[config.mk]
export PLATFORM = sky130hd
export DESIGN_NAME = cp0_top
export DESIGN_NICKNAME = d
export VERILOG_FILES = /design/src/design/cp0_pkg.sv /design/src/design/cp0_timer.sv /design/src/design/exc_prioritizer.sv /design/src/design/cp0_regs.sv /design/src/design/cp0_wb_slave.sv /design/src/design/cp0_top.sv
export SDC_FILE = /design/constraint.sdc
export NUM_CORES = 1
export LEC_CHECK = 0
export BUFFER_PORTS_ARGS = -buffer_cell sky130_fd_sc_hd__buf_2
export CAP_MARGIN = 15
export CORE_UTILIZATION = 50
export CTS_CLUSTER_SIZE = 28
export DETAILED_ROUTE_END_ITERATION = 12
export PLACE_DENSITY = 0.76
export SLEW_MARGIN = 20
export SYNTH_ARGS = -nofsm -noshare
export SYNTH_HDL_FRONTEND = slang
export SYNTH_HIERARCHICAL = 1
export SYNTH_SLANG_ARGS = --single-unit
[constraint.sdc]
create_clock -name clk -period 3.1 [get_ports clk]
set_clock_uncertainty 0.05 [all_clocks]
set_input_delay 0.62 -clock clk [delete_from_list [all_inputs] [get_ports clk]]
set_output_delay 0.62 -clock clk [all_outputs]
set_load 0.02 [all_outputs]
[src/design/cp0_pkg.sv]
package cp0_pkg;

    // Exceptions that the prioritizer can report, one per instruction
    typedef enum logic [3:0] {
        NONE       = 4'd0,
        INTR       = 4'd1,
        ADEL_FETCH = 4'd2,
        ADEL_LOAD  = 4'd3,
        ADES       = 4'd4,
        OV         = 4'd5,
        SYSC       = 4'd6,
        BP         = 4'd7,
        RI         = 4'd8,
        ERET       = 4'd9
    } exc_kind_t;

    // Bit index of each kind in the pipeline request vector
    localparam int REQ_ADEL_FETCH = 0;
    localparam int REQ_ADEL_LOAD  = 1;
    localparam int REQ_ADES       = 2;
    localparam int REQ_OV         = 3;
    localparam int REQ_SYSC       = 4;
    localparam int REQ_BP         = 5;
    localparam int REQ_RI         = 6;

    // Cause ExcCode values
    localparam logic [4:0] EXC_INTR = 5'd0;
    localparam logic [4:0] EXC_ADEL = 5'd4;
    localparam logic [4:0] EXC_ADES = 5'd5;
    localparam logic [4:0] EXC_SYS  = 5'd8;
    localparam logic [4:0] EXC_BP   = 5'd9;
    localparam logic [4:0] EXC_RI   = 5'd10;
    localparam logic [4:0] EXC_OV   = 5'd12;

    // Register number times 8 plus select
    localparam logic [7:0] REG_BADVADDR = 8'd64;
    localparam logic [7:0] REG_COUNT    = 8'd72;
    localparam logic [7:0] REG_COMPARE  = 8'd88;
    localparam logic [7:0] REG_STATUS   = 8'd96;
    localparam logic [7:0] REG_CAUSE    = 8'd104;
    localparam logic [7:0] REG_EPC      = 8'd112;
    localparam logic [7:0] REG_PRID     = 8'd120;
    localparam logic [7:0] REG_CONFIG   = 8'd128;
    localparam logic [7:0] REG_CONFIG1  = 8'd129;
    localparam logic [7:0] REG_ERROREPC = 8'd240;

    // Status fields
    localparam int ST_BEV   = 22;
    localparam int ST_IM_HI = 15;
    localparam int ST_IM_LO = 8;
    localparam int ST_EXL   = 1;
    localparam int ST_IE    = 0;

    // Cause fields
    localparam int CA_BD     = 31;
    localparam int CA_TI     = 30;
    localparam int CA_IP_HI  = 15;
    localparam int CA_IP_LO  = 8;
    localparam int CA_EXC_HI = 6;
    localparam int CA_EXC_LO = 2;

    // Read-only identification, Config1 reports 64B 4-way caches and 32 TLB slots
    localparam logic [31:0] PRID_VALUE    = 32'h0001_8021;
    localparam logic [31:0] CONFIG1_VALUE = 32'h3E2B_1580;

    // Exception entry points
    localparam logic [31:0] VEC_BOOT   = 32'hBFC0_0380;
    localparam logic [31:0] VEC_NORMAL = 32'h8000_0180;

endpackage

[src/design/cp0_timer.sv]
`timescale 1ns/1ps

module cp0_timer #(
    parameter int unsigned TIMER_DIV = 2
) (
    input  logic        clk,
    input  logic        rst_n,
    input  logic        count_wen_i,
    input  logic        compare_wen_i,
    input  logic [31:0] wdata_i,
    output logic [31:0] count_o,
    output logic [31:0] compare_o,
    output logic        timer_irq_o
);

    // Prescaler wide enough to hold TIMER_DIV-1
    localparam int DIV_W = (TIMER_DIV > 1) ? $clog2(TIMER_DIV) : 1;

    logic [DIV_W-1:0] presc;
    logic             tick;
    logic             match;

    // One Count step per TIMER_DIV clocks
    assign tick  = (presc == DIV_W'(TIMER_DIV - 1));
    // Zero Compare means timer disabled
    assign match = (count_o == compare_o) && (compare_o != '0);

    always_ff @(posedge clk or negedge rst_n) begin
        if (!rst_n) begin
            presc       <= '0;
            count_o     <= '0;
            compare_o   <= '0;
            timer_irq_o <= 1'b0;
        end else begin
            // Software load restarts the prescaler
            if (count_wen_i) begin
                count_o <= wdata_i;
                presc   <= '0;
            end else if (tick) begin
                count_o <= count_o + 32'd1;
                presc   <= '0;
            end else begin
                presc <= presc + 1'b1;
            end
            if (compare_wen_i) begin
                compare_o <= wdata_i;
            end
            // Sticky until Compare is rewritten
            if (compare_wen_i) begin
                timer_irq_o <= 1'b0;
            end else if (match) begin
                timer_irq_o <= 1'b1;
            end
        end
    end

endmodule

[src/design/exc_prioritizer.sv]
`timescale 1ns/1ps

module exc_prioritizer (
    input  logic                 clk,
    input  logic                 rst_n,
    input  logic                 inst_valid_i,
    input  logic [31:0]          inst_pc_i,
    input  logic                 inst_inslot_i,
    input  logic [6:0]           exc_req_i,
    input  logic                 eret_i,
    input  logic [31:0]          exc_baddr_i,
    input  logic                 int_pending_i,
    input  logic                 status_bev_i,
    input  logic [31:0]          epc_i,
    output logic                 exc_valid_o,
    output cp0_pkg::exc_kind_t   exc_kind_o,
    output logic [31:0]          exc_pc_o,
    output logic                 exc_inslot_o,
    output logic [31:0]          exc_baddr_o,
    output logic                 redirect_o,
    output logic [31:0]          redirect_pc_o
);

    import cp0_pkg::*;

    exc_kind_t   kind_d;
    logic        valid_d;
    logic [31:0] target_d;

    // Fixed priority, interrupt first, ERET last
    always_comb begin
        kind_d = NONE;
        if (inst_valid_i) begin
            if (int_pending_i) begin
                kind_d = INTR;
            end else if (exc_req_i[REQ_ADEL_FETCH]) begin
                kind_d = ADEL_FETCH;
            end else if (exc_req_i[REQ_RI]) begin
                kind_d = RI;
            end else if (exc_req_i[REQ_OV]) begin
                kind_d = OV;
            end else if (exc_req_i[REQ_SYSC]) begin
                kind_d = SYSC;
            end else if (exc_req_i[REQ_BP]) begin
                kind_d = BP;
            end else if (exc_req_i[REQ_ADEL_LOAD]) begin
                kind_d = ADEL_LOAD;
            end else if (exc_req_i[REQ_ADES]) begin
                kind_d = ADES;
            end else if (eret_i) begin
                kind_d = ERET;
            end
        end
    end

    assign valid_d = (kind_d != NONE);

    // ERET returns to EPC, all others enter the handler
    always_comb begin
        if (kind_d == ERET) begin
            target_d = epc_i;
        end else begin
            target_d = status_bev_i ? VEC_BOOT : VEC_NORMAL;
        end
    end

    always_ff @(posedge clk or negedge rst_n) begin
        if (!rst_n) begin
            exc_valid_o <= 1'b0;
            exc_kind_o  <= NONE;
            redirect_o  <= 1'b0;
        end else begin
            exc_valid_o <= valid_d;
            exc_kind_o  <= kind_d;
            redirect_o  <= valid_d;
        end
    end

    // Payload of the decision, qualified by exc_valid_o
    always_ff @(posedge clk) begin
        exc_pc_o      <= inst_pc_i;
        exc_inslot_o  <= inst_inslot_i;
        exc_baddr_o   <= exc_baddr_i;
        redirect_pc_o <= target_d;
    end

endmodule

[src/design/cp0_regs.sv]
`timescale 1ns/1ps

module cp0_regs #(
    parameter logic [31:0] ERROREPC_RESET = 32'hBFC0_0000
) (
    input  logic               clk,
    input  logic               rst_n,
    input  logic [5:0]         hw_intr_i,
    input  logic [7:0]         reg_addr_i,
    input  logic               reg_wen_i,
    input  logic [31:0]        reg_wdata_i,
    input  logic               exc_valid_i,
    input  cp0_pkg::exc_kind_t exc_kind_i,
    input  logic [31:0]        exc_pc_i,
    input  logic               exc_inslot_i,
    input  logic [31:0]        exc_baddr_i,
    input  logic [31:0]        count_i,
    input  logic [31:0]        compare_i,
    input  logic               timer_irq_i,
    output logic [31:0]        reg_rdata_o,
    output logic               count_wen_o,
    output logic               compare_wen_o,
    output logic               int_pending_o,
    output logic [31:0]        status_o,
    output logic [31:0]        cause_o,
    output logic [31:0]        epc_o
);

    import cp0_pkg::*;

    // Status fields
    logic        status_bev;
    logic [7:0]  status_im;
    logic        status_exl;
    logic        status_ie;

    // Cause fields
    logic        cause_bd;
    logic        cause_ti;
    logic [7:0]  cause_ip;
    logic [4:0]  cause_exc;

    logic [31:0] badvaddr;
    logic [31:0] epc;
    logic [31:0] errorepc;
    logic [2:0]  config_k0;
    logic [31:0] config_w;

    logic        exc_enter;
    logic        addr_err;
    logic        wr_en;
    logic [4:0]  exc_code;

    // Exception always beats a bus write in the same cycle
    assign wr_en     = reg_wen_i && !exc_valid_i;
    assign exc_enter = exc_valid_i && (exc_kind_i != ERET);
    assign addr_err  = (exc_kind_i == ADEL_FETCH) || (exc_kind_i == ADEL_LOAD) ||
                       (exc_kind_i == ADES);

    // Timer registers live in cp0_timer
    assign count_wen_o   = wr_en && (reg_addr_i == REG_COUNT);
    assign compare_wen_o = wr_en && (reg_addr_i == REG_COMPARE);

    always_comb begin
        case (exc_kind_i)
            ADEL_FETCH, ADEL_LOAD: exc_code = EXC_ADEL;
            ADES:                  exc_code = EXC_ADES;
            OV:                    exc_code = EXC_OV;
            SYSC:                  exc_code = EXC_SYS;
            BP:                    exc_code = EXC_BP;
            RI:                    exc_code = EXC_RI;
            default:               exc_code = EXC_INTR;
        endcase
    end

    // Pack the architectural views
    always_comb begin
        status_o                    = '0;
        status_o[ST_BEV]            = status_bev;
        status_o[ST_IM_HI:ST_IM_LO] = status_im;
        status_o[ST_EXL]            = status_exl;
        status_o[ST_IE]             = status_ie;
        cause_o                       = '0;
        cause_o[CA_BD]                = cause_bd;
        cause_o[CA_TI]                = cause_ti;
        cause_o[CA_IP_HI:CA_IP_LO]    = cause_ip;
        cause_o[CA_EXC_HI:CA_EXC_LO]  = cause_exc;
    end

    // M bit set, Config1 present; K0 writable
    assign config_w = {1'b1, 23'b0, 1'b1, 3'b0, 1'b0, config_k0};
    assign epc_o    = epc;

    // Masked pending lines, blocked inside a handler
    assign int_pending_o = |(cause_ip & status_im) && status_ie && !status_exl;

    always_ff @(posedge clk or negedge rst_n) begin
        if (!rst_n) begin
            status_bev <= 1'b1;
            status_im  <= '0;
            status_exl <= 1'b0;
            status_ie  <= 1'b0;
            cause_bd   <= 1'b0;
            cause_ti   <= 1'b0;
            cause_ip   <= '0;
            cause_exc  <= '0;
            badvaddr   <= '0;
            epc        <= '0;
            errorepc   <= ERROREPC_RESET;
            config_k0  <= 3'd3;
        end else begin
            // Hardware lines, timer shares IP7 with line 5
            cause_ip[7:2] <= {hw_intr_i[5] | timer_irq_i, hw_intr_i[4:0]};
            cause_ti      <= timer_irq_i;
            if (exc_valid_i) begin
                if (exc_enter) begin
                    // Nested exception keeps the first return point
                    if (!status_exl) begin
                        epc      <= exc_inslot_i ? exc_pc_i - 32'd4 : exc_pc_i;
                        cause_bd <= exc_inslot_i;
                        if (addr_err) begin
                            badvaddr <= exc_baddr_i;
                        end
                    end
                    status_exl <= 1'b1;
                    cause_exc  <= exc_code;
                end else begin
                    status_exl <= 1'b0;
                end
            end else if (wr_en) begin
                case (reg_addr_i)
                    REG_BADVADDR: badvaddr <= reg_wdata_i;
                    REG_STATUS: begin
                        status_bev <= reg_wdata_i[ST_BEV];
                        status_im  <= reg_wdata_i[ST_IM_HI:ST_IM_LO];
                        status_exl <= reg_wdata_i[ST_EXL];
                        status_ie  <= reg_wdata_i[ST_IE];
                    end
                    // Only the two software interrupt bits
                    REG_CAUSE:    cause_ip[1:0] <= reg_wdata_i[CA_IP_LO+1:CA_IP_LO];
                    REG_EPC:      epc <= reg_wdata_i;
                    REG_CONFIG:   config_k0 <= reg_wdata_i[2:0];
                    REG_ERROREPC: errorepc <= reg_wdata_i;
                    default: ;
                endcase
            end
        end
    end

    // Read decode, unknown addresses give zero
    always_comb begin
        case (reg_addr_i)
            REG_BADVADDR: reg_rdata_o = badvaddr;
            REG_COUNT:    reg_rdata_o = count_i;
            REG_COMPARE:  reg_rdata_o = compare_i;
            REG_STATUS:   reg_rdata_o = status_o;
            REG_CAUSE:    reg_rdata_o = cause_o;
            REG_EPC:      reg_rdata_o = epc;
            REG_PRID:     reg_rdata_o = PRID_VALUE;
            REG_CONFIG:   reg_rdata_o = config_w;
            REG_CONFIG1:  reg_rdata_o = CONFIG1_VALUE;
            REG_ERROREPC: reg_rdata_o = errorepc;
            default:      reg_rdata_o = '0;
        endcase
    end

endmodule

[src/design/cp0_wb_slave.sv]
`timescale 1ns/1ps

module cp0_wb_slave (
    input  logic        clk,
    input  logic        rst_n,
    input  logic        wb_cyc_i,
    input  logic        wb_stb_i,
    input  logic        wb_we_i,
    input  logic [7:0]  wb_adr_i,
    input  logic [31:0] wb_dat_i,
    input  logic [3:0]  wb_sel_i,
    input  logic [31:0] reg_rdata_i,
    output logic        wb_ack_o,
    output logic [31:0] wb_dat_o,
    output logic [7:0]  reg_addr_o,
    output logic        reg_wen_o,
    output logic [31:0] reg_wdata_o
);

    typedef enum logic {S_IDLE, S_BUSY} state_t;

    state_t state;
    logic   req;

    // Valid request; ack_o high means the master is still closing the last one
    assign req = wb_cyc_i && wb_stb_i;

    // Master holds address and data until ack
    assign reg_addr_o  = wb_adr_i;
    assign reg_wdata_o = wb_dat_i;
    // Partial writes are acked but never reach the registers
    assign reg_wen_o   = (state == S_BUSY) && req && wb_we_i && (wb_sel_i == 4'hF);

    always_ff @(posedge clk or negedge rst_n) begin
        if (!rst_n) begin
            state    <= S_IDLE;
            wb_ack_o <= 1'b0;
        end else begin
            wb_ack_o <= 1'b0;
            case (state)
                S_IDLE: if (req && !wb_ack_o) state <= S_BUSY;
                S_BUSY: begin
                    state    <= S_IDLE;
                    wb_ack_o <= req;
                end
                default: state <= S_IDLE;
            endcase
        end
    end

    // Read data captured on the ack edge
    always_ff @(posedge clk) begin
        if (state == S_BUSY) wb_dat_o <= reg_rdata_i;
    end

endmodule

[src/design/cp0_top.sv]
`timescale 1ns/1ps

module cp0_top #(
    parameter int unsigned TIMER_DIV      = 2,
    parameter logic [31:0] ERROREPC_RESET = 32'hBFC0_0000
) (
    input  logic        clk,
    input  logic        rst_n,
    // Wishbone slave
    input  logic        wb_cyc_i,
    input  logic        wb_stb_i,
    input  logic        wb_we_i,
    input  logic [7:0]  wb_adr_i,
    input  logic [31:0] wb_dat_i,
    input  logic [3:0]  wb_sel_i,
    output logic        wb_ack_o,
    output logic [31:0] wb_dat_o,
    // Hardware interrupt lines 2..7
    input  logic [5:0]  hw_intr_i,
    // Retiring instruction from the pipeline
    input  logic        inst_valid_i,
    input  logic [31:0] inst_pc_i,
    input  logic        inst_inslot_i,
    input  logic [6:0]  exc_req_i,
    input  logic        eret_i,
    input  logic [31:0] exc_baddr_i,
    output logic        redirect_o,
    output logic [31:0] redirect_pc_o,
    output logic [31:0] status_o,
    output logic [31:0] cause_o,
    output logic [31:0] epc_o
);

    import cp0_pkg::*;

    // Register access path
    logic [7:0]  reg_addr;
    logic        reg_wen;
    logic [31:0] reg_wdata;
    logic [31:0] reg_rdata;

    // Timer
    logic        count_wen;
    logic        compare_wen;
    logic [31:0] count;
    logic [31:0] compare;
    logic        timer_irq;

    // Registered exception decision
    logic        exc_valid;
    exc_kind_t   exc_kind;
    logic [31:0] exc_pc;
    logic        exc_inslot;
    logic [31:0] exc_baddr;
    logic        int_pending;

    cp0_wb_slave wb_i (
        .clk(clk), .rst_n(rst_n),
        .wb_cyc_i(wb_cyc_i), .wb_stb_i(wb_stb_i), .wb_we_i(wb_we_i),
        .wb_adr_i(wb_adr_i), .wb_dat_i(wb_dat_i), .wb_sel_i(wb_sel_i),
        .reg_rdata_i(reg_rdata), .wb_ack_o(wb_ack_o), .wb_dat_o(wb_dat_o),
        .reg_addr_o(reg_addr), .reg_wen_o(reg_wen), .reg_wdata_o(reg_wdata)
    );

    cp0_timer #(.TIMER_DIV(TIMER_DIV)) timer_i (
        .clk(clk), .rst_n(rst_n),
        .count_wen_i(count_wen), .compare_wen_i(compare_wen), .wdata_i(reg_wdata),
        .count_o(count), .compare_o(compare), .timer_irq_o(timer_irq)
    );

    exc_prioritizer prio_i (
        .clk(clk), .rst_n(rst_n),
        .inst_valid_i(inst_valid_i), .inst_pc_i(inst_pc_i), .inst_inslot_i(inst_inslot_i),
        .exc_req_i(exc_req_i), .eret_i(eret_i), .exc_baddr_i(exc_baddr_i),
        .int_pending_i(int_pending), .status_bev_i(status_o[ST_BEV]), .epc_i(epc_o),
        .exc_valid_o(exc_valid), .exc_kind_o(exc_kind), .exc_pc_o(exc_pc),
        .exc_inslot_o(exc_inslot), .exc_baddr_o(exc_baddr),
        .redirect_o(redirect_o), .redirect_pc_o(redirect_pc_o)
    );

    cp0_regs #(.ERROREPC_RESET(ERROREPC_RESET)) regs_i (
        .clk(clk), .rst_n(rst_n), .hw_intr_i(hw_intr_i),
        .reg_addr_i(reg_addr), .reg_wen_i(reg_wen), .reg_wdata_i(reg_wdata),
        .exc_valid_i(exc_valid), .exc_kind_i(exc_kind), .exc_pc_i(exc_pc),
        .exc_inslot_i(exc_inslot), .exc_baddr_i(exc_baddr),
        .count_i(count), .compare_i(compare), .timer_irq_i(timer_irq),
        .reg_rdata_o(reg_rdata), .count_wen_o(count_wen), .compare_wen_o(compare_wen),
        .int_pending_o(int_pending), .status_o(status_o), .cause_o(cause_o), .epc_o(epc_o)
    );

endmodule

* Word level (Yosys, flattened, before mapping)
Index checks and enable logic that the tools add are counted.
** Cells by class
- $add $sub $neg :: 3
- Eq/ne operators :: 24
- Muxes and demuxes :: 39
- Bitwise gates (word level) :: 5
- Reductions and logical operators :: 36
** Operators by type and width (count)
- 2-to-1 mux 32 bit :: 15
- one-hot mux 32 bit (10 select lines) :: 1
- equality test 8 x 7 -> 1 bit (second input constant) :: 7
- 2-to-1 mux 4 bit :: 10
- adder 32 x 1 -> 32 bit (second input constant) :: 1
- equality test 32 bit :: 1
- nonzero test 32 bit :: 1
- subtractor 32 x 3 -> 32 bit (second input constant) :: 1
- 2-to-1 mux 30 bit :: 1
- equality test 8 bit (second input constant) :: 3
- one-hot mux 4 bit (6 select lines) :: 1
- equality test 4 x 3 -> 1 bit (second input constant) :: 4
- AND reduction 3 bit :: 5
- equality test 4 bit (second input constant) :: 3
- logical AND 1 bit :: 12
- nonzero test 2 bit :: 6
- 2-to-1 mux 1 bit :: 10
- bitwise AND 8 bit :: 1
- equality test 4 x 2 -> 1 bit (second input constant) :: 2
- OR reduction 8 bit :: 1
- AND reduction 5 bit :: 1
- != test 2 x 1 -> 1 bit (second input constant) :: 2
- != test 4 bit (second input constant) :: 1
- AND reduction 2 bit :: 2
- other kinds (10) :: 15
** Word-level totals
- Flip-flop bits (word level) :: 327
- Input bits :: 129
- Output and inout bits :: 162
- Logic and storage cells :: 133

* Logic depth before layout (Yosys ltp)
Gate-level depths: netlist of run 1.
- Word-level depth :: 12
- Mapped depth :: 10
- Mapped depth without buffers :: 7

* Modules after synthesis
The synthesis of run 1 kept the hierarchy.
** Modules (own cells, without submodules)
- cp0_regs :: times used 1, cells each 828, area each 7966.4 sq um, seq. area each 3118.0 sq um
- cp0_timer :: times used 1, cells each 327, area each 3493.4 sq um, seq. area each 1651.6 sq um
- exc_prioritizer :: times used 1, cells each 158, area each 2484.9 sq um, seq. area each 2067.0 sq um
- cp0_wb_slave :: times used 1, cells each 80, area each 1347.5 sq um, seq. area each 1011.0 sq um

* Least setup slack after synthesis of run 1
OpenSTA, ideal clock, no wires.
- Path kind :: input to register
- Start :: input wb_adr_i[1]
- End :: register timer_i.compare_o[10]
- Setup time :: 0.125 ns
- Arrival time :: 2.909 ns
- Data required time :: 2.925 ns
- Setup slack :: 0.016 ns
- Stages on the path :: 8
- Buffers on the path :: 4
- Path through :: buf_4 > or4b_4 > nor3_1 > clkbuf_1 > and3_1 > clkbuf_1 > clkbuf_1 > mux2_2
** Between the ends
- Cells in the longest elaborated chain, start to end :: 2
** Ends and longest elaborated chain
- from (decl) :: RTL line cp0_top.sv:13 : input logic [7:0] wb_adr_i,
- equality test 8 x 7 -> 1 bit :: RTL line cp0_regs.sv:62 : assign compare_wen_o = wr_en && (reg_addr_i == REG_COMPARE);
- logical AND 1 bit :: RTL line cp0_regs.sv:62
- named net compare_wen :: RTL line cp0_top.sv:44 : logic compare_wen;
- to (signal assigned) :: RTL line cp0_timer.sv:46 : compare_o <= wdata_i;
- to (decl) :: RTL line cp0_timer.sv:12 : output logic [31:0] compare_o,
The timed path passes the listed nets, and every way through them passes these cells.
A chain may end at the register's enable or synchronous reset.

* Final worst setup path of run 1
- Start :: register regs_i.cause_ip[7]
- End :: register prio_i.redirect_pc_o[29]
** Between the ends
- Cells in the longest elaborated chain, start to end :: 8
** Ends and longest elaborated chain
- from (decl) :: RTL line cp0_regs.sv:40 : logic [7:0] cause_ip;
- from (signal assigned) :: RTL line cp0_regs.sv:113 : cause_ip[7:2] <= {hw_intr_i[5] | timer_irq_i, hw_intr_i[4:0]};
- bitwise AND 8 bit :: RTL line cp0_regs.sv:95 : assign int_pending_o = |(cause_ip & status_im) && status_ie && !status_exl;
- OR reduction 8 bit :: RTL line cp0_regs.sv:95
- logical AND 1 bit (2 in a row) :: RTL line cp0_regs.sv:95
- named net int_pending :: RTL line cp0_top.sv:55 : logic int_pending;
- 2-to-1 mux 4 bit :: RTL line exc_prioritizer.sv:34 : if (int_pending_i) begin
- 2-to-1 mux 4 bit :: RTL line exc_prioritizer.sv:33 : if (inst_valid_i) begin
- equality test 4 bit :: RTL line exc_prioritizer.sv:60 : if (kind_d == ERET) begin
- 2-to-1 mux 32 bit :: RTL line exc_prioritizer.sv:60
- named net prio_i.target_d[29] :: RTL line exc_prioritizer.sv:28 : logic [31:0] target_d;
- to (signal assigned) :: RTL line exc_prioritizer.sv:84 : redirect_pc_o <= target_d;
- to (decl) :: RTL line exc_prioritizer.sv:21 : output logic [31:0] redirect_pc_o
The timed path passes the listed nets, and every way through them passes these cells.

==> summary.md, run 1 <==
| Metric | Value |
|---|---|
| Sequential power share | 0.473 |
| Synthesized area per cell | 11.0 sq um |
| Clock power share | 0.438 |
| List of most frequent post-synthesis cells | dfrtp_1, nand2_1, mux2_2 |
| # setup viols final | 0 |
| Initial antenna violation count | 0 |
| Worst EP arrival | 3.16 ns |
| Postcts setup bufs | 0 |
| Wire length of the first global-routing pass | 67,700 um |
| Status | completed |
| Period utilization | 0.905 |
| Synth async-reset ratio | 0.604 |
| Synthesized cell area | approximately 15,000 sq um |
| First-pass DRT Iterations | 6 |
| IO buf count | 251 |
| Cell Rows | 63 |
| Reg clk slew, reported paths | 0.06 ns |
| Initial Util | 0.512 |
| Total wire length | about 45,000 um |
| Synth area leader | dfrtp_1 |
| Post-DP HPWL | approximately 33,000 um |
| Final-layout fill cell count | between 2,000 and 2,500 |
| Total Routing Usage GR | 0.289 |
| Top post-synthesis cells by area | dfrtp_1, dfxtp_1, mux2_2 |
| Worst Setup End Kind | flip-flop |
| Inserted Clock Buffers | 34 |
| Setup TNS | 0 ns |
| Max-Cap Viols | 0 |
| H-tree depth | 2 |
| GRT overflow | 0 |
| Core ar. | about 30,000 sq um |
| RSZ-0062 raised after global routing | false |
| FMAX | 0.357 GHz |
| Endpoints failing hold | 0 |
| CTS tree | built |
| Actual slew at the worst max-slew pin | 1.04 ns |
| Critical Path RT | 3.46 ns |
| Drt wl/cell | roughly 22 um |
| Total number of vias | 11,895 |
| Vias in the first global route | 11,340 |
| Peak VDD IR | approximately 0.00047 V |
| Chip width | 177 um |
| Layout area overhead | 16.7% |
| Clock Sinks | about 330 |
| Sequential cell area fraction in the yosys report | 0.513 |
| Post-synthesis register bit count | between 300 and 400 |
| Hold Slack | 0.127 ns |
| CP max FO | 32 |
| Setup CP Type | flip-flop to flip-flop |
| # hold bufs at CTS | 0 |
| Combinational Power Share | 0.089 |
| Startpoint types | flip-flop |
| Placer's final routability congestion estimate | 0.918 |
| Largest net degree at the start of global routing | 88 |
| Final Power | 0.00978 W |
| Ys Warns | 6 |
| Nets | 1,735 |
| Gate Count Post-Synth | 1,393 |
| Top-count cell post-synth | dfrtp_1 |
| N_diodes | 0 |
| Hold crit path type | input pin to async pin |
| Iteration-0 DRC Markers | between 1,000 and 1,500 |
| Post-route ant nets | 0 |
| Die area | approximately 31,000 sq um |
| Clock Latency Late Sink | 0.52 ns |
| Top-Level Pins | 291 |
| NetSw | 0.00241 W |
| CTS Root Cell | clkbuf_16 |
| Synth unique cells | 76 |
| Layout cell share with drive strength beyond 1 | 0.331 |
| PD cells | 548 nW/um^2 |
| Post-synth EDFFs | 32 |
| Max transition margin | 0.304 |
| Die Y-Extent | between 150 and 200 um |
| Static Leak | 7.91 nW |
| Drc violations | 0 |
| Ys flop type | dfrtp_1 |
| Post-synth top area share | 0.303 |
| DR vias/cell | 5.89 |
| Switching power share of the total | 0.246 |
| Worst-case clock buffer depth | 3 |
| Int Pwr | 0.00737 W |
| Post_cts resized | 0 |
| Crit path time final | approximately 2.8 ns |
| Fin. max-slew vios | 0 |
-- metal layers --
layer	up-vias	routed length [um]	track usage	part of all wire
li1	5291	-	-	-
met1	5815	18300	0.384	0.41
met2	688	21400	0.476	0.47
met3	101	3830	0.0442	0.085
met4	0	1570	0.111	0.035
met5	-	0	0	0
-- cells in the final DEF (no fill, tap or decap), drive strengths merged, types with 8 or more instances in the layout --
| cell type | instances |
|---|---|
| a21oi | 78 |
| a221o | 8 |
| a222oi | 8 |
| a22o | 10 |
| a22oi | 41 |
| and2 | 24 |
| and3 | 8 |
| buf | 295 |
| clkbuf | 53 |
| conb | 39 |
| dfrtp | 185 |
| dfstp | 12 |
| dfxtp | 97 |
| edfxtp | 32 |
| inv | 11 |
| mux2 | 107 |
| mux2i | 45 |
| nand2 | 108 |
| nand3 | 35 |
| nand4 | 15 |
| nor2 | 70 |
| nor2b | 12 |
| nor3 | 30 |
| nor4 | 25 |
| o211ai | 8 |
| o21ai | 81 |
| or3 | 14 |
| or4 | 9 |
| xnor2 | 61 |
| xor2 | 28 |
-- cell type report --
class	count	area [sq um]	area share
clock buffers	52	1060	0.0595
clock inverters	9	126	0.00708
inverters	11	41.3	0.00231
multi-input cells	935	6590	0.369
flip-flops and latches	326	7850	0.440
well taps	390	488	0.0273
repair buffers	296	1690	0.0947
-- kinds of logic after synthesis --
group           count (synthesis)  synth area share
simple gates                  382             0.137
flops                         326             0.513
compound gates                271             0.122
buf+inv                       170            0.0673
mux                           152             0.108
xor+xnor                       89            0.0510
fa+ha+maj                       2           0.00164
other cells                     1          0.000245
-- power by group through the flow --
stage	combinational [W]	sequential, W	clock, W
after detailed placement	0.000863	0.00470	0
after global placement	0.000847	0.00470	0
final	0.000874	0.00462	0.00429
after global routing	0.000941	0.00464	0.00451
after floorplan	0.000492	0.00472	0
after CTS	0.000870	0.00462	0.00433
-- per-stage QoR --
step	setup WS [ns]	cell area, sq um	instances	utilization
CTS	0.378	17800	2019	0.597
detailed placement	0.267	16700	1958	0.558
finish	0.295	17800	2019	0.597
floorplan	0.0160	15400	1431	-
global placement	0.330	16700	1958	0.558
global route	0.247	17800	2019	0.597
-- flip-flops by register name, summed over array words and instances (netlist names), 3 cells and up --
name and flops:
prio_i/redirect_pc_o 32, regs_i/status_im 8, prio_i/exc_kind_o 4, timer_i/compare_o 32
prio_i/exc_pc_o 32, regs_i/config_k0 3, regs_i/cause_ip 8, prio_i/exc_baddr_o 32
wb_i/wb_dat_o 32, regs_i/epc_o 32, regs_i/badvaddr 32, regs_i/cause_exc 4
regs_i/errorepc 32, timer_i/count_o 32
-- worst max-delay path, stage by stage, from the launching register on --
cell	delay, ns
dfrtp_1	0.51
a221oi_1	0.15
a311oi_1	0.60
o21ai_1	0.25
a2111oi_4	0.38
buf_4	0.35
mux2_2	0.37
-- worst paths after layout --
check                      slack, ns               start  cells past startpoint                        to
max in group asynchronous       2.06               rst_n                      2         regs_i/status_bev
hold / removal                  0.13               rst_n                      1       timer_i/count_o[26]
min in group clk                0.15     exc_baddr_i[18]                      1    prio_i/exc_baddr_o[18]
hold reg to reg                 0.38       wb_i/wb_ack_o                      1                wb_i/state
setup reg to reg                0.30  regs_i/cause_ip[7]                      6  prio_i/redirect_pc_o[29]
setup / recovery                0.30  regs_i/cause_ip[7]                      6  prio_i/redirect_pc_o[29]
Note: power is estimated with default switching activity, not from simulation.
==> inputs of run 2 (changes only) <==
CORE_UTILIZATION = 46   (was 50)
PLACE_DENSITY = 0.71   (was 0.76)
SETUP_SLACK_MARGIN = 0.4   (was default)
==> summary.md, run 2 (synthesis results as in run 1) <==
| Metric | Value |
|---|---|
| DR vias/cell | 5.70 (-3.2%) |
| Worst-path cell chain | a22o_1, a221oi_1, a311oi_2, o21ai_1, a2111oi_4, buf_4, mux2_2 |
| GR Util met2 | 0.437 (-0.0393) |
| Hold crit path type | input pin to async pin |
| Setup CP Type | flip-flop to flip-flop |
| Post-route ant nets | 0 (unchanged) |
| H-tree depth | 2 (unchanged) |
| RR Endpoint | prio_i/redirect_pc_o[25] |
| Critical Path RT | 3.45 ns (about the same) |
| Drc violations | 0 (unchanged) |
| Reg clk slew, reported paths | 0.06 ns (about the same) |
| Clock Sinks | 326 (unchanged) |
| Commonest cells after routing, fill and taps aside | buf_2, dfrtp_1, nand2_1, mux2_2, dfxtp_1 |
| Int Pwr | 0.00717 W (-2.7%) |
| CTS Root Cell | clkbuf_16 |
| Top Usage Layer GRT | met2 |
| FMAX | 0.403 GHz (+13%) |
| Cell Rows | 66 (+4.8%) |
| GRT overflow | 0 (unchanged) |
| Nets | 1,739 (+0.23%) |
| Slowest-stage cell, CP | dfrtp_1 |
| R2R setup slack | 0.62 ns (+0.32 ns) |
| RSZ-0062 raised after global routing | false |
| Worst Setup End Kind | flip-flop |
| Die Y-Extent | 184 um (+4.2%) |
| Multi-input gate area | 6600 sq um (about the same) |
| First-pass DRT Iterations | 9 (+3) |
| Clock power share | 0.428 (-0.010) |
| Met1 Resource Use GR | 0.359 (-0.0247) |
| Slowest Stage Delay on Critical Path | 0.41 ns (-0.19 ns) |
| Static Leak | 7.89 nW (-0.27%) |
| Setup TNS | 0 ns (unchanged) |
| Clock Latency Late Sink | 0.52 ns (about the same) |
| Sequential power share | 0.480 (+0.007) |
| Chip width | 184 um (+4.2%) |
| Peak VDD IR | 0.000436 V (-7.5%) |
| CTS tree | built |
| Layout area overhead | 16.8% |
| Max-Cap Viols | 0 (unchanged) |
| Total Routing Usage GR | 0.268 (-0.0209) |
| CP max FO | 32 (unchanged) |
| Die area | 34,000 sq um (+8.6%) |
| Inserted Clock Buffers | 36 (+5.9%) |
| Vias in the first global route | 11,350 (+0.088%) |
| Crit path time final | 2.48 ns (-0.321 ns) |
| Placer's final routability congestion estimate | 0.932 (+1.5%) |
| Startpoint types | flip-flop |
| Drt wl/cell | 22.0 um (-1.5%) |
| FF-to-FF path depth | 7 (+1) |
| Status | completed |
| Commonest non-fill, non-tap cell in the layout | buf_2 |
| Top-Level Pins | 291 (unchanged) |
| Period utilization | 0.801 (-0.103) |
| Worst EP arrival | 2.84 ns (-0.32 ns) |
| Wire length of the first global-routing pass | 68,100 um (+0.62%) |
| Core ar. | 32,600 sq um (+9.2%) |
| Switching power share of the total | 0.255 (+0.00824) |
| Combinational Power Share | 0.091 (+0.002) |
| # setup viols final | 0 (unchanged) |
| Final Power | 0.00962 W (-1.7%) |
| Iteration-0 DRC Markers | 1,209 (-5.3%) |
| Initial Util | 0.469 (-0.0431) |
| PD cells | 538 nW/um^2 (-1.8%) |
| Total wire length | 45,700 um (+1.2%) |
| Actual slew at the worst max-slew pin | 0.752 ns (-0.292 ns) |
| Worst-case clock buffer depth | 3 (unchanged) |
| N_diodes | 0 (unchanged) |
| Endpoints failing hold | 0 (unchanged) |
| Post-DP HPWL | 33,500 um (+2.7%) |
| Initial antenna violation count | 2 (+2) |
| IO buf count | 251 (unchanged) |
| Max transition margin | 0.499 (+0.195) |
| Largest net degree at the start of global routing | 68 (-23%) |
| NetSw | 0.00245 W (+1.6%) |
| Final-layout fill cell count | 2,861 (+18%) |
| Critical R2R Launch | regs_i/status_im[4] |
| Total number of vias | 11,839 (-0.47%) |
| Met3 usage in global routing | 0.0482 (+0.00397) |
| FF+latch area | 7850 sq um (about the same) |
| Fin. max-slew vios | 0 (unchanged) |
| Layout cell share with drive strength beyond 1 | 0.332 (+0.000822) |
[run 2: metal layers]
| layer | part of all wire | wire [um] |
|---|---|---|
| met4 | 0.030 | 1390 |
| met3 | 0.087 | 3990 |
| met2 | 0.47 | 21700 |
| met5 | 0.00044 | 20 |
| met1 | 0.41 | 18700 |
[run 2: timing repair]
| item | CTS | global route |
|---|---|---|
| setup endpoints to repair | 0 | 9 |
| setup buffers | 0 | 0 |
| hold buffers | 0 | 0 |
| resized for setup | 0 | 1 |
[run 2: critical path, delay by kind of cell (launching register included)]
kind                   cells  cell delay [ns]
buffers and inverters      1             0.35
flip-flops                 1             0.41
AO/OA/AOI/OAI              5             1.15
multiplexers               1             0.37
[run 2: how the worst max path moves through the flow]
stage	start	to
after detailed placement	wb_adr_i[1]	wb_i/wb_dat_o[25]
final	regs_i/status_im[4]	prio_i/redirect_pc_o[25]
after global routing	regs_i/status_im[4]	prio_i/redirect_pc_o[29]
after global placement	wb_adr_i[1]	wb_i/wb_dat_o[19]
after CTS	regs_i/status_im[4]	prio_i/redirect_pc_o[25]
after floorplan	wb_adr_i[1]	timer_i/count_o[15]
[run 2: layout make-up]
cell class | count | area share
timing repair buffer | 298 | 0.0947
multi-input combinational | 935 | 0.369
clock buffer | 56 | 0.0609
sequential | 326 | 0.439
clock inverter | 8 | 0.00259
inverter | 11 | 0.00231
tap | 442 | 0.0310
[run 2: per-stage QoR]
| stage | cells | worst slack, ns | util | hold slack [ns] | instance area, sq um |
|---|---|---|---|---|---|
| global route | 2076 | 0.473 | 0.548 | 0.0840 | 17900 |
| finish | 2076 | 0.616 | 0.548 | 0.0433 | 17900 |
| floorplan | 1431 | 0.350 | - | 0.274 | 15500 |
| detailed placement | 2012 | 0.382 | 0.513 | 0.372 | 16700 |
| global placement | 2012 | 0.364 | 0.513 | 0.365 | 16700 |
| CTS | 2076 | 0.437 | 0.548 | 0.0647 | 17900 |
[run 2: power groups by stage]
| stage | Clock (W) | Combinational (W) | Sequential (W) |
|---|---|---|---|
| floorplan | 0 | 0.000492 | 0.00472 |
| global placement | 0 | 0.000858 | 0.00470 |
| detailed placement | 0 | 0.000872 | 0.00470 |
| CTS | 0.00417 | 0.000876 | 0.00462 |
| global route | 0.00435 | 0.000944 | 0.00463 |
| finish | 0.00412 | 0.000877 | 0.00462 |
